--- src/hdl/ifu_pkg.sv ---
/*
 * instruction fetch unit package
 * bus and instruction widths, halfword slot encoding, fetch limits and
 * the reset pc shared by every fetch block
 */
`default_nettype none

package ifu_pkg;

    // bus side
    typedef logic [63:0] addr_t;
    typedef logic [63:0] word_t;
    typedef logic [1:0]  resp_t;

    // instruction side
    typedef logic [31:0] inst_t;
    typedef logic [15:0] half_t;

    // halfword of the current word, taken from pc[2:1]
    typedef enum logic [1:0] {
        SLOT0 = 2'd0,
        SLOT1 = 2'd1,
        SLOT2 = 2'd2,
        SLOT3 = 2'd3
    } slot_e;

    localparam addr_t RESET_PC = 64'h0;

    // outstanding read limit, also the response buffer depth
    localparam int MAX_INFLIGHT = 4;

    localparam addr_t WORD_BYTES = 64'd8;

    // low bits of a 32-bit instruction
    localparam logic [1:0] FULL_OPCODE = 2'b11;

endpackage

`default_nettype wire

--- src/hdl/fetch_request.sv ---
/*
 * fetch request side
 * drives the read address channel from the fetch pc, keeps the number of
 * reads in flight under the limit and drops beats owed from before a jump
 */
`timescale 1ns/1ps
`default_nettype none

module fetch_request (
    input  wire                 clk,
    input  wire                 rst_n,
    input  wire                 jump_flag,
    input  wire ifu_pkg::addr_t jump_addr,
    input  wire                 arready,
    input  wire                 rvalid,
    input  wire                 pop,
    output logic                arvalid,
    output ifu_pkg::addr_t      araddr,
    output logic                buf_wen
);

    typedef logic [$clog2(ifu_pkg::MAX_INFLIGHT + 1) - 1:0] cnt_t;

    ifu_pkg::addr_t fetch_pc;
    cnt_t           pend_cnt;   // accepted, word not yet popped
    cnt_t           owed_cnt;   // accepted, beat not yet returned
    cnt_t           drop_cnt;   // stale beats still to come
    cnt_t           pend_next;
    cnt_t           owed_next;
    logic           accept;
    logic           below_limit;

    assign accept  = arvalid & arready;
    assign araddr  = fetch_pc;
    assign buf_wen = rvalid & (drop_cnt == '0);

    always_comb begin
        pend_next = pend_cnt;
        if (accept && !pop) begin
            pend_next = pend_cnt + cnt_t'(1);
        end else if (!accept && pop) begin
            pend_next = pend_cnt - cnt_t'(1);
        end

        owed_next = owed_cnt;
        if (accept && !rvalid) begin
            owed_next = owed_cnt + cnt_t'(1);
        end else if (!accept && rvalid) begin
            owed_next = owed_cnt - cnt_t'(1);
        end
    end

    assign below_limit = (pend_next != cnt_t'(ifu_pkg::MAX_INFLIGHT)) &&
                         (owed_next != cnt_t'(ifu_pkg::MAX_INFLIGHT));

    always_ff @(posedge clk or negedge rst_n) begin
        if (!rst_n) begin
            fetch_pc <= ifu_pkg::RESET_PC;
            arvalid  <= 1'b0;
            pend_cnt <= '0;
            owed_cnt <= '0;
            drop_cnt <= '0;
        end else begin
            // beats keep coming back for old requests across a jump
            owed_cnt <= owed_next;
            if (jump_flag) begin
                fetch_pc <= jump_addr & ~(ifu_pkg::WORD_BYTES - 64'd1);
                arvalid  <= 1'b0;
                pend_cnt <= '0;
                drop_cnt <= owed_next;
            end else begin
                pend_cnt <= pend_next;
                if (accept) begin
                    fetch_pc <= fetch_pc + ifu_pkg::WORD_BYTES;
                end
                // hold a pending request, else raise while under the limit
                arvalid <= (arvalid && !accept) || below_limit;
                if (rvalid && drop_cnt != '0) begin
                    drop_cnt <= drop_cnt - cnt_t'(1);
                end
            end
        end
    end

endmodule

`default_nettype wire

--- src/hdl/fetch_buffer.sv ---
/*
 * read response buffer
 * circular buffer of data word plus response code, flushed on a jump
 */
`timescale 1ns/1ps
`default_nettype none

module fetch_buffer (
    input  wire                 clk,
    input  wire                 rst_n,
    input  wire                 jump_flag,
    input  wire                 wen,
    input  wire ifu_pkg::word_t wdata,
    input  wire ifu_pkg::resp_t wresp,
    input  wire                 pop,
    output ifu_pkg::word_t      head_data,
    output ifu_pkg::resp_t      head_resp,
    output logic                not_empty
);

    typedef logic [$clog2(ifu_pkg::MAX_INFLIGHT) - 1:0]     ptr_t;
    typedef logic [$clog2(ifu_pkg::MAX_INFLIGHT + 1) - 1:0] cnt_t;

    ifu_pkg::word_t data_mem [ifu_pkg::MAX_INFLIGHT];
    ifu_pkg::resp_t resp_mem [ifu_pkg::MAX_INFLIGHT];
    ptr_t           wr_ptr;
    ptr_t           rd_ptr;
    cnt_t           count;

    function automatic ptr_t ptr_inc(input ptr_t p);
        return (p == ptr_t'(ifu_pkg::MAX_INFLIGHT - 1)) ? '0 : p + ptr_t'(1);
    endfunction

    assign head_data = data_mem[rd_ptr];
    assign head_resp = resp_mem[rd_ptr];
    assign not_empty = (count != '0);

    always_ff @(posedge clk) begin
        if (wen) begin
            data_mem[wr_ptr] <= wdata;
            resp_mem[wr_ptr] <= wresp;
        end
    end

    always_ff @(posedge clk or negedge rst_n) begin
        if (!rst_n) begin
            wr_ptr <= '0;
            rd_ptr <= '0;
            count  <= '0;
        end else if (jump_flag) begin
            wr_ptr <= '0;
            rd_ptr <= '0;
            count  <= '0;
        end else begin
            if (wen) begin
                wr_ptr <= ptr_inc(wr_ptr);
            end
            if (pop) begin
                rd_ptr <= ptr_inc(rd_ptr);
            end
            if (wen && !pop) begin
                count <= count + cnt_t'(1);
            end else if (!wen && pop) begin
                count <= count - cnt_t'(1);
            end
        end
    end

endmodule

`default_nettype wire

--- src/hdl/inst_aligner.sv ---
/*
 * instruction aligner
 * cuts the buffered words into 16-bit and 32-bit instructions, joins an
 * instruction that crosses a word boundary, and tags pc, response and tval
 */
`timescale 1ns/1ps
`default_nettype none

module inst_aligner (
    input  wire                 clk,
    input  wire                 rst_n,
    input  wire                 jump_flag,
    input  wire ifu_pkg::addr_t jump_addr,
    input  wire ifu_pkg::word_t head_data,
    input  wire ifu_pkg::resp_t head_resp,
    input  wire                 not_empty,
    input  wire                 space,
    output logic                pop,
    output logic                item_valid,
    output ifu_pkg::inst_t      item_inst,
    output logic                item_compressed,
    output ifu_pkg::resp_t      item_resp,
    output ifu_pkg::addr_t      item_tval,
    output ifu_pkg::addr_t      item_pc
);

    ifu_pkg::addr_t pc_q;
    ifu_pkg::half_t left_half;   // top halfword of the last popped word
    ifu_pkg::resp_t left_resp;
    logic           left_valid;
    ifu_pkg::slot_e slot;
    ifu_pkg::inst_t window;
    logic           is_comp;
    logic           load_only;
    logic           fire;

    assign slot = ifu_pkg::slot_e'(pc_q[2:1]);

    always_comb begin
        case (slot)
            ifu_pkg::SLOT0: window = head_data[31:0];
            ifu_pkg::SLOT1: window = head_data[47:16];
            ifu_pkg::SLOT2: window = head_data[63:32];
            default:        window = {head_data[15:0], left_half};
        endcase
    end

    assign is_comp = (window[1:0] != ifu_pkg::FULL_OPCODE);

    // after a jump to offset 6 the top halfword has to be fetched first
    assign load_only = (slot == ifu_pkg::SLOT3) && !left_valid && not_empty;
    assign fire      = not_empty && space && !((slot == ifu_pkg::SLOT3) && !left_valid);

    // pop once nothing of the head word is needed past this instruction
    assign pop = load_only ||
                 (fire && ((slot == ifu_pkg::SLOT1 && !is_comp) || slot == ifu_pkg::SLOT2));

    assign item_valid      = fire;
    assign item_compressed = is_comp;
    assign item_inst       = is_comp ? {{16{1'b0}}, window[15:0]} : window;
    assign item_pc         = pc_q;

    always_comb begin
        item_resp = head_resp;
        item_tval = pc_q;
        if (slot == ifu_pkg::SLOT3) begin
            if (is_comp || left_resp != '0) begin
                item_resp = left_resp;
            end
            // fault in the second half
            if (!is_comp && left_resp == '0) begin
                item_tval = pc_q + 64'd2;
            end
        end
    end

    always_ff @(posedge clk) begin
        if (pop) begin
            left_half <= head_data[63:48];
            left_resp <= head_resp;
        end
    end

    always_ff @(posedge clk or negedge rst_n) begin
        if (!rst_n) begin
            pc_q       <= ifu_pkg::RESET_PC;
            left_valid <= 1'b0;
        end else if (jump_flag) begin
            pc_q       <= jump_addr;
            left_valid <= 1'b0;
        end else begin
            if (fire) begin
                pc_q <= pc_q + (is_comp ? 64'd2 : 64'd4);
            end
            if (pop) begin
                left_valid <= 1'b1;
            end
        end
    end

endmodule

`default_nettype wire

--- src/hdl/decode_queue.sv ---
/*
 * decoder-side output queue
 * two ping-pong entries, handed out in arrival order over valid/ready
 */
`timescale 1ns/1ps
`default_nettype none

module decode_queue (
    input  wire                 clk,
    input  wire                 rst_n,
    input  wire                 jump_flag,
    input  wire                 item_valid,
    input  wire ifu_pkg::inst_t item_inst,
    input  wire                 item_compressed,
    input  wire ifu_pkg::resp_t item_resp,
    input  wire ifu_pkg::addr_t item_tval,
    input  wire ifu_pkg::addr_t item_pc,
    input  wire                 inst_ready,
    output logic                space,
    output logic                inst_valid,
    output ifu_pkg::inst_t      inst,
    output logic                compressed,
    output ifu_pkg::resp_t      rresp_out,
    output ifu_pkg::addr_t      tval,
    output ifu_pkg::addr_t      pc
);

    ifu_pkg::inst_t q_inst [2];
    logic           q_comp [2];
    ifu_pkg::resp_t q_resp [2];
    ifu_pkg::addr_t q_tval [2];
    ifu_pkg::addr_t q_pc   [2];
    logic [1:0]     q_valid;
    logic           sel;      // entry currently presented
    logic           wr_idx;
    logic           push;
    logic           deq;

    assign space  = ~(q_valid[0] & q_valid[1]);
    assign push   = item_valid & space;
    // fill the presented entry when it is free, else the other one
    assign wr_idx = q_valid[sel] ? ~sel : sel;

    assign inst_valid = q_valid[sel];
    assign deq        = inst_valid & inst_ready;

    assign inst       = q_inst[sel];
    assign compressed = q_comp[sel];
    assign rresp_out  = q_resp[sel];
    assign tval       = q_tval[sel];
    assign pc         = q_pc[sel];

    always_ff @(posedge clk) begin
        if (push) begin
            q_inst[wr_idx] <= item_inst;
            q_comp[wr_idx] <= item_compressed;
            q_resp[wr_idx] <= item_resp;
            q_tval[wr_idx] <= item_tval;
            q_pc[wr_idx]   <= item_pc;
        end
    end

    always_ff @(posedge clk or negedge rst_n) begin
        if (!rst_n) begin
            q_valid <= 2'b00;
            sel     <= 1'b0;
        end else if (jump_flag) begin
            q_valid <= 2'b00;
            sel     <= 1'b0;
        end else begin
            if (deq) begin
                q_valid[sel] <= 1'b0;
                sel          <= ~sel;
            end
            if (push) begin
                q_valid[wr_idx] <= 1'b1;
            end
        end
    end

endmodule

`default_nettype wire

--- src/hdl/ifu_top.sv ---
/*
 * instruction fetch unit top
 * request side, response buffer, aligner and decoder-side queue
 */
`timescale 1ns/1ps
`default_nettype none

module ifu_top (
    input  wire                 clk,
    input  wire                 rst_n,
    output wire ifu_pkg::addr_t araddr,
    output wire                 arvalid,
    input  wire                 arready,
    input  wire                 rvalid,
    input  wire ifu_pkg::word_t rdata,
    input  wire ifu_pkg::resp_t rresp,
    input  wire                 jump_flag,
    input  wire ifu_pkg::addr_t jump_addr,
    output wire                 inst_valid,
    input  wire                 inst_ready,
    output wire ifu_pkg::inst_t inst,
    output wire                 compressed,
    output wire ifu_pkg::resp_t rresp_out,
    output wire ifu_pkg::addr_t tval,
    output wire ifu_pkg::addr_t pc
);

    wire                 buf_wen;
    wire                 buf_pop;
    wire                 buf_not_empty;
    wire ifu_pkg::word_t head_data;
    wire ifu_pkg::resp_t head_resp;

    wire                 q_space;
    wire                 item_valid;
    wire ifu_pkg::inst_t item_inst;
    wire                 item_compressed;
    wire ifu_pkg::resp_t item_resp;
    wire ifu_pkg::addr_t item_tval;
    wire ifu_pkg::addr_t item_pc;

    fetch_request u_fetch_request (
        .clk       (clk),
        .rst_n     (rst_n),
        .jump_flag (jump_flag),
        .jump_addr (jump_addr),
        .arready   (arready),
        .rvalid    (rvalid),
        .pop       (buf_pop),
        .arvalid   (arvalid),
        .araddr    (araddr),
        .buf_wen   (buf_wen)
    );

    fetch_buffer u_fetch_buffer (
        .clk       (clk),
        .rst_n     (rst_n),
        .jump_flag (jump_flag),
        .wen       (buf_wen),
        .wdata     (rdata),
        .wresp     (rresp),
        .pop       (buf_pop),
        .head_data (head_data),
        .head_resp (head_resp),
        .not_empty (buf_not_empty)
    );

    inst_aligner u_inst_aligner (
        .clk             (clk),
        .rst_n           (rst_n),
        .jump_flag       (jump_flag),
        .jump_addr       (jump_addr),
        .head_data       (head_data),
        .head_resp       (head_resp),
        .not_empty       (buf_not_empty),
        .space           (q_space),
        .pop             (buf_pop),
        .item_valid      (item_valid),
        .item_inst       (item_inst),
        .item_compressed (item_compressed),
        .item_resp       (item_resp),
        .item_tval       (item_tval),
        .item_pc         (item_pc)
    );

    decode_queue u_decode_queue (
        .clk             (clk),
        .rst_n           (rst_n),
        .jump_flag       (jump_flag),
        .item_valid      (item_valid),
        .item_inst       (item_inst),
        .item_compressed (item_compressed),
        .item_resp       (item_resp),
        .item_tval       (item_tval),
        .item_pc         (item_pc),
        .inst_ready      (inst_ready),
        .space           (q_space),
        .inst_valid      (inst_valid),
        .inst            (inst),
        .compressed      (compressed),
        .rresp_out       (rresp_out),
        .tval            (tval),
        .pc              (pc)
    );

endmodule

`default_nettype wire

--- config.mk ---
export PLATFORM = sky130hd
export DESIGN_NAME = ifu_top
export DESIGN_NICKNAME = d
export VERILOG_FILES = /design/src/hdl/ifu_pkg.sv /design/src/hdl/fetch_request.sv /design/src/hdl/fetch_buffer.sv /design/src/hdl/inst_aligner.sv /design/src/hdl/decode_queue.sv /design/src/hdl/ifu_top.sv
export SDC_FILE = /design/constraint.sdc
export NUM_CORES = 1
export LEC_CHECK = 0
export BUFFER_PORTS_ARGS = -buffer_cell sky130_fd_sc_hd__buf_2
export CAP_MARGIN = 20
export CELL_PAD_IN_SITES_DETAIL_PLACEMENT = 0
export CELL_PAD_IN_SITES_GLOBAL_PLACEMENT = 1
export CORE_AREA = 2 2 250 252
export CTS_CLUSTER_DIAMETER = 80
export DETAILED_ROUTE_END_ITERATION = 10
export DIE_AREA = 0 0 252 254
export HOLD_SLACK_MARGIN = 0.02
export PLACE_DENSITY_LB_ADDON = 0.1
export SYNTH_ARGS = -nofsm -noshare
export SYNTH_HDL_FRONTEND = slang
export SYNTH_SLANG_ARGS = --single-unit
--- constraint.sdc ---
create_clock -name clk -period 28.5 [get_ports clk]
set_input_delay 5.7 -clock clk [delete_from_list [all_inputs] [get_ports clk]]
set_output_delay 5.7 -clock clk [all_outputs]
set_load 0.05 [all_outputs]
# Yosys cells after proc, flatten, opt, wreduce, memory -nomap -nowiden
# Memory sizes are Yosys's and may differ from the RTL's.
# Cells that the tools add are included.
[word_totals]
reg_bits = 167
ram_bits = 590
inputBits = 136
output_inout_bits = 229
word_cells = 144
n_memories = 7
[mem_list]
columns = ["name", "words", "word_bits", "read_ports", "rd_ports_with_merged_regs", "write_ports", "line", "source"]
rows = [
  ["u_fetch_buffer.data_mem", 4, 64, 1, 0, 1, "fetch_buffer.sv:24", "ifu_pkg::word_t data_mem [ifu_pkg::MAX_INFLIGHT];"],
  ["u_decode_queue.q_pc", 2, 64, 1, 0, 1, "decode_queue.sv:32", "ifu_pkg::addr_t q_pc [2];"],
  ["u_decode_queue.q_tval", 2, 64, 1, 0, 1, "decode_queue.sv:31", "ifu_pkg::addr_t q_tval [2];"],
  ["u_decode_queue.q_inst", 2, 32, 1, 0, 1, "decode_queue.sv:28", "ifu_pkg::inst_t q_inst [2];"],
  ["u_fetch_buffer.resp_mem", 4, 2, 1, 0, 1, "fetch_buffer.sv:25", "ifu_pkg::resp_t resp_mem [ifu_pkg::MAX_INFLIGHT];"],
  ["u_decode_queue.q_resp", 2, 2, 1, 0, 1, "decode_queue.sv:30", "ifu_pkg::resp_t q_resp [2];"],
  ["1 more memories", "--", "--", "--", "--", "--", "--", ""],
]
[classes]
n_addsub = 12
magnitude_cmp = 4
eq_ne = 8
muxes = 47
bitwise = 10
n_reduce_logical = 42
[ops]
columns = ["cell", "n"]
rows = [
  ["$mux 64", 6],
  ["$pmux 32 s3", 1],
  ["$add 64x2->64 const B", 1],
  ["$add 64x4->64 const B", 1],
  ["$add 64x64->64", 1],
  ["$mux 3", 11],
  ["$mux 32", 1],
  ["$mux 2", 12],
  ["$logic_and 1x1->1", 18],
  ["$mux 1", 14],
  ["$reduce_bool 2->1", 7],
  ["$sub 3x1->3 const B", 4],
  ["$add 3x1->3 const B", 3],
  ["$reduce_bool 3->1", 3],
  ["$eq 2x2->1 const B", 4],
  ["$logic_not 1->1", 7],
  ["$ne 3x3->1 const B", 2],
  ["$and 1x1->1", 5],
  ["$add 2x1->2 const B", 2],
  ["$logic_not 2->1", 2],
  ["$logic_or 1x1->1", 4],
  ["$lt 1x2->1 const B", 2],
  ["$logic_not 3->1", 1],
  ["$and 2x2->2", 1],
  ["7 further kinds", 10],
]

# Longest topological paths before layout
[logic_depth]
word_depth = 15
depth_mapped = 18

# By module
# Synthesis repeated with hierarchy kept, for this count alone.
[unflattened]
hier_cells = 2225
hier_area_um2 = 33168.1
[by_module_without_submodules]
columns = ["mod", "n_inst", "cells_each", "area_per_inst_um2"]
rows = [
  ["decode_queue", 1, 527, 12389.4],
  ["fetch_buffer", 1, 391, 9995.8],
  ["inst_aligner", 1, 833, 6573.8],
  ["fetch_request", 1, 474, 4209.0],
]

# Worst setup path before layout
# OpenSTA, ideal clock, no wires.
[synth_path]
path_type = "register to register"
start = "register u_inst_aligner.pc_q[2], in the netlist u_inst_aligner.item_pc[2]"
end = "memory u_decode_queue.q_comp[1], enable pin"
setup_time_ns = 0.702
t_arrival_ns = 8.393
required_ns = 27.798
setup_slack_ns = 19.405
stages_incl_launch_ff = 7
path_buffers = 2
synth_period_minus_slack_ns = 9.095
cell_sequence = "dfrtp_1 > ha_1 > buf_2 > nand2b_1 > nand3_1 > clkbuf_1 > nor2b_1"
[synth_via]
elab_chain_len = 7
[synth_lines]
columns = ["item", "line", "source"]
rows = [
  ["start, declared", "inst_aligner.sv:27", "ifu_pkg::addr_t pc_q;"],
  ["start signal, assigned", "inst_aligner.sv:86", "pc_q <= ifu_pkg::RESET_PC;"],
  ["start signal, assigned", "inst_aligner.sv:89", "pc_q <= jump_addr;"],
  ["start signal, assigned", "inst_aligner.sv:93", "pc_q <= pc_q + (is_comp ? 64'd2 : 64'd4);"],
  ["$eq 2x2->1", "inst_aligner.sv:52", "assign fire = not_empty && space && !((slot == ifu_pkg::SLOT3) && !left_valid);"],
  ["$logic_and 1x1->1", "inst_aligner.sv:52", ""],
  ["$logic_not 1->1", "inst_aligner.sv:52", ""],
  ["$logic_and 1x1->1", "inst_aligner.sv:52", ""],
  ["$and 1x1->1", "decode_queue.sv:40", "assign push = item_valid & space;"],
  ["$mux 1", "decode_queue.sv:54", "if (push) begin"],
  ["$mux 1 (implied by the code)", "decode_queue.sv:56", "q_comp[wr_idx] <= item_compressed;"],
  ["end, declared", "decode_queue.sv:29", "logic q_comp [2];"],
]
# No other way between the ends.

# Worst setup path in the final report
[layout_path]
start = "register u_decode_queue.sel"
end = "output tval[31]"
[layout_via]
elab_chain_len = 1
[layout_lines]
columns = ["item", "line", "source"]
rows = [
  ["start, declared", "decode_queue.sv:34", "logic sel;"],
  ["start signal, assigned", "decode_queue.sv:73", "sel <= ~sel;"],
  ["$mem_v2 2x64", "--", ""],
  ["end, declared", "ifu_top.sv:24", "output wire ifu_pkg::addr_t tval,"],
]
# No other way between the ends.

==> impl_metrics.env <==
export IMPL_grt_pass1_wl_um=121200
export IMPL_numCtsBuffers=78
export IMPL_leakage_nw=13.15
export IMPL_worstPathRequired_ns=22.80
export IMPL_reg2reg_from="u_fetch_buffer.rd_ptr[0]"
export IMPL_synth_area_leaders="edfxtp_1 57%, dfrtp_1 11%, mux2_2 8.1%, mux4_2 4.6%, xnor2_1 3.1%"
export IMPL_core_um2=61260
export IMPL_first_iter_violations=1692
export IMPL_yosysWarnings=0
export IMPL_synth_top_family_by_area="multiplexers"
export IMPL_timing_slew_headroom=0.2777
export IMPL_drive_above_1_share=0.3271
export IMPL_syn_instance_count=2095
export IMPL_ant_nets=0
export IMPL_syn_area_um2=32160
export IMPL_worst_ep_arrival_time_ns=2.91
export IMPL_synthMuxAreaShare=0.1327
export IMPL_dpl_worst_slack_ns=19.95
export IMPL_cts_resized_gates=0
export IMPL_yosysMostFrequentCell="edfxtp_1"
export IMPL_dieHeight_um=254
export IMPL_setup_ws_ns=19.89
export IMPL_clk_pin_slew_ns=0.06
export IMPL_ys_ff_latch=752
export IMPL_clkSinkCount=752
export IMPL_hp_class="flop to flop"
export IMPL_gp_congestion=0.8905
export IMPL_ys_types=65
export IMPL_antenna_found_initial=11
export IMPL_yosysTopAreaCell="edfxtp_1"
export IMPL_io_pins=365
export IMPL_reg2reg_depth=15
export IMPL_synthAdderAreaFrac=0.008247
export IMPL_ys_seq_area_frac=0.6794
export IMPL_hp_start="u_inst_aligner.item_pc[0]"
export IMPL_dp_cells=3161
export IMPL_synth_edff_count=606
export IMPL_port_buffer_count=361
export IMPL_grt_overflow=0
export IMPL_syn_avg_cell_area_um2=15.35
export IMPL_synth_commonest_cells="606 x edfxtp_1, 230 x mux2_2, 170 x nor2_1, 146 x dfrtp_1, 115 x xnor2_1"
export IMPL_num_rows=91
export IMPL_wire_per_inst_um=24.66
export IMPL_final_max_slew_viol_count=0
export IMPL_synth_xor_area_share=0.05201
export IMPL_min_period_ns=8.614
export IMPL_endpoint_kind="primary output"
export IMPL_clockBufferDepth=3
export IMPL_ys_flop_type="edfxtp_1"
export IMPL_synth_simple_gate_area_frac=0.07944
export IMPL_drt_total_wl_um=81610
export IMPL_hpwl_um=55000
export IMPL_skew_ns=0.01949
export IMPL_status="complete, no violations"
export IMPL_synth_async_sr_flop_share=0.1941
export IMPL_synth_compound_area_frac=0.02972
export IMPL_p_per_area_nw_per_um2=106.6
export IMPL_fmax_mhz=116.1
export IMPL_drcViolationCount=0
export IMPL_timing_setup_critical_path_class="flop to primary output"
export IMPL_area_growth_pct=15.78
export IMPL_fp_dieW_um=252
export IMPL_grt_max_degree=85
export IMPL_fin_nets=2607
export IMPL_period_share=0.3022
export IMPL_h_tree_depth=3
export IMPL_peakVddDrop_v=0.00007728
export IMPL_setup_viol=0
export IMPL_hold_path_end="u_decode_queue.q_pc[0][0]"
export IMPL_die_area_um2=64010
export IMPL_maxCapViolations=0
export IMPL_clock_latency_ns=0.62
export IMPL_crit_fanout=77
export IMPL_via_count=19010
export IMPL_root_buffer="clkbuf_16"
export IMPL_rsz0062_at_grt="false"
export IMPL_cp_start_kind="flop"
export IMPL_hold_viol=0
export IMPL_vias_per_cell=5.744
export IMPL_setup_tns_ns=0
export IMPL_post_cts_buffers=0
export IMPL_initial_core_util=0.5251
export IMPL_stdcell_count=3310
export IMPL_reg2reg_slack_ns=22.17
export IMPL_worstMarginPinSlew_ns=1.083
export IMPL_synth_top_cell_area_share=0.5658
export IMPL_cts_tree="done"
export IMPL_firstDrtPassIters=6
export IMPL_hold_buffers=0
export IMPL_gr_usage_all_layers=0.2544
export IMPL_rr_endpoint="u_inst_aligner.item_pc[56]"
export IMPL_hold_depth=0
export IMPL_grt_pass1_vias=19570
## cell type report
| type | instances | area [µm²] |
|---|---|---|
| well taps | 790 | 988.4 |
| fillers | 4729 | 24020 |
| flip-flops and latches | 752 | 21860 |
| inverters | 41 | 156.4 |
| repair buffers | 381 | 1983 |
| diodes | 7 | 17.52 |
| clock inverters | 44 | 409.1 |
| clock buffers | 98 | 2069 |
| multi-input cells | 1197 | 9754 |
## stage by stage
| stage | instance area (µm²) | power [mW] | hold slack [ns] | util |
|---|---|---|---|---|
| global placement | 34710 | 2.983 | 0.4562 | 0.5667 |
| global route | 37220 | 4.138 | 0.5030 | 0.6077 |
| finish | 37240 | 3.970 | 0.4779 | 0.6079 |
| floorplan | 32170 | 2.664 | 0.4368 | - |
| detailed placement | 34740 | 3.012 | 0.4706 | 0.5672 |
| CTS | 37220 | 4.013 | 0.4828 | 0.6076 |
## metal layers
layer | global-route usage | part of all wire | vias to the layer above
li1 | - | - | 8596
met3 | 0.05296 | 0.063 | 135
met1 | 0.3261 | 0.40 | 9664
met4 | 0.08707 | 0.029 | 10
met5 | 0 | 0.00080 | -
met2 | 0.4331 | 0.50 | 609
## worst max path at each step
| stage | startpoint | to | slack (ns) |
|---|---|---|---|
| finish | u_decode_queue.sel | tval[31] | 19.89 |
| global route | u_decode_queue.sel | tval[31] | 19.74 |
| CTS | u_decode_queue.sel | tval[55] | 19.80 |
| detailed placement | arready | u_fetch_request.araddr[36] | 19.95 |
| global placement | arready | u_fetch_request.araddr[30] | 20.00 |
| floorplan | u_inst_aligner.item_pc[2] | u_decode_queue.q_comp[1] | 19.41 |
## logic make-up (layout without fill, tap and decap cells)
logic type	count (synthesis)	after routing
buffers and inverters	148	564
XOR/XNOR	191	191
multiplexers	315	315
adder cells (fa/ha/maj)	20	20
AND/OR/NAND/NOR	521	521
AO/OA/AOI/OAI	147	147
flip-flops	752	752
other	1	10
## flip-flops by register name, summed over array words and instances, names as in the netlist
name,count
u_decode_queue.q_valid,2
u_fetch_request.owed_cnt,3
u_fetch_buffer.wr_ptr,2
u_fetch_buffer.count,3
u_decode_queue.sel,1
u_decode_queue.q_comp,2
u_fetch_buffer.rd_ptr,2
u_fetch_request.drop_cnt,3
u_inst_aligner.left_half,16
u_inst_aligner.left_valid,1
u_fetch_request.pend_cnt,3
u_inst_aligner.item_pc,64
u_inst_aligner.left_resp,2
u_decode_queue.q_pc,128
u_fetch_request.arvalid,1
u_fetch_buffer.data_mem,256
u_fetch_request.araddr,61
u_decode_queue.q_tval,126
u_decode_queue.q_inst,64
u_decode_queue.q_resp,4
u_fetch_buffer.resp_mem,8
## worst max-delay path: stages (launching register included)
cell,delay [ns]
dfrtp_4,0.68
buf_4,0.85
mux2_2,0.46
buf_2,0.22
## cells in the final DEF, fill, tap and decap left out, types with 21 or more instances in the layout
| cell type | count |
|---|---|
| edfxtp_1 | 606 |
| buf_2 | 360 |
| mux2_2 | 230 |
| nor2_1 | 169 |
| dfrtp_1 | 143 |
| xnor2_1 | 115 |
| nand2_1 | 110 |
| a21oi_1 | 84 |
| clkbuf_16 | 80 |
| xor2_1 | 76 |
| mux4_2 | 66 |
| nand3_1 | 57 |
| inv_1 | 40 |
| nand4_1 | 39 |
| nor3_1 | 31 |
| a222oi_1 | 23 |
| and3_1 | 21 |
## report_power, final
| group | switching, mW | total [mW] | internal [mW] | leakage, nW |
|---|---|---|---|---|
| registers | 0.109 | 1.60 | 1.49 | 7.22 |
| logic | 0.973 | 1.37 | 0.401 | 4.72 |
| clock network | 0.417 | 0.996 | 0.579 | 1.21 |
| total | 1.50 | 3.97 | 2.47 | 13.2 |
No activity file was read; power rests on OpenSTA's default activity.
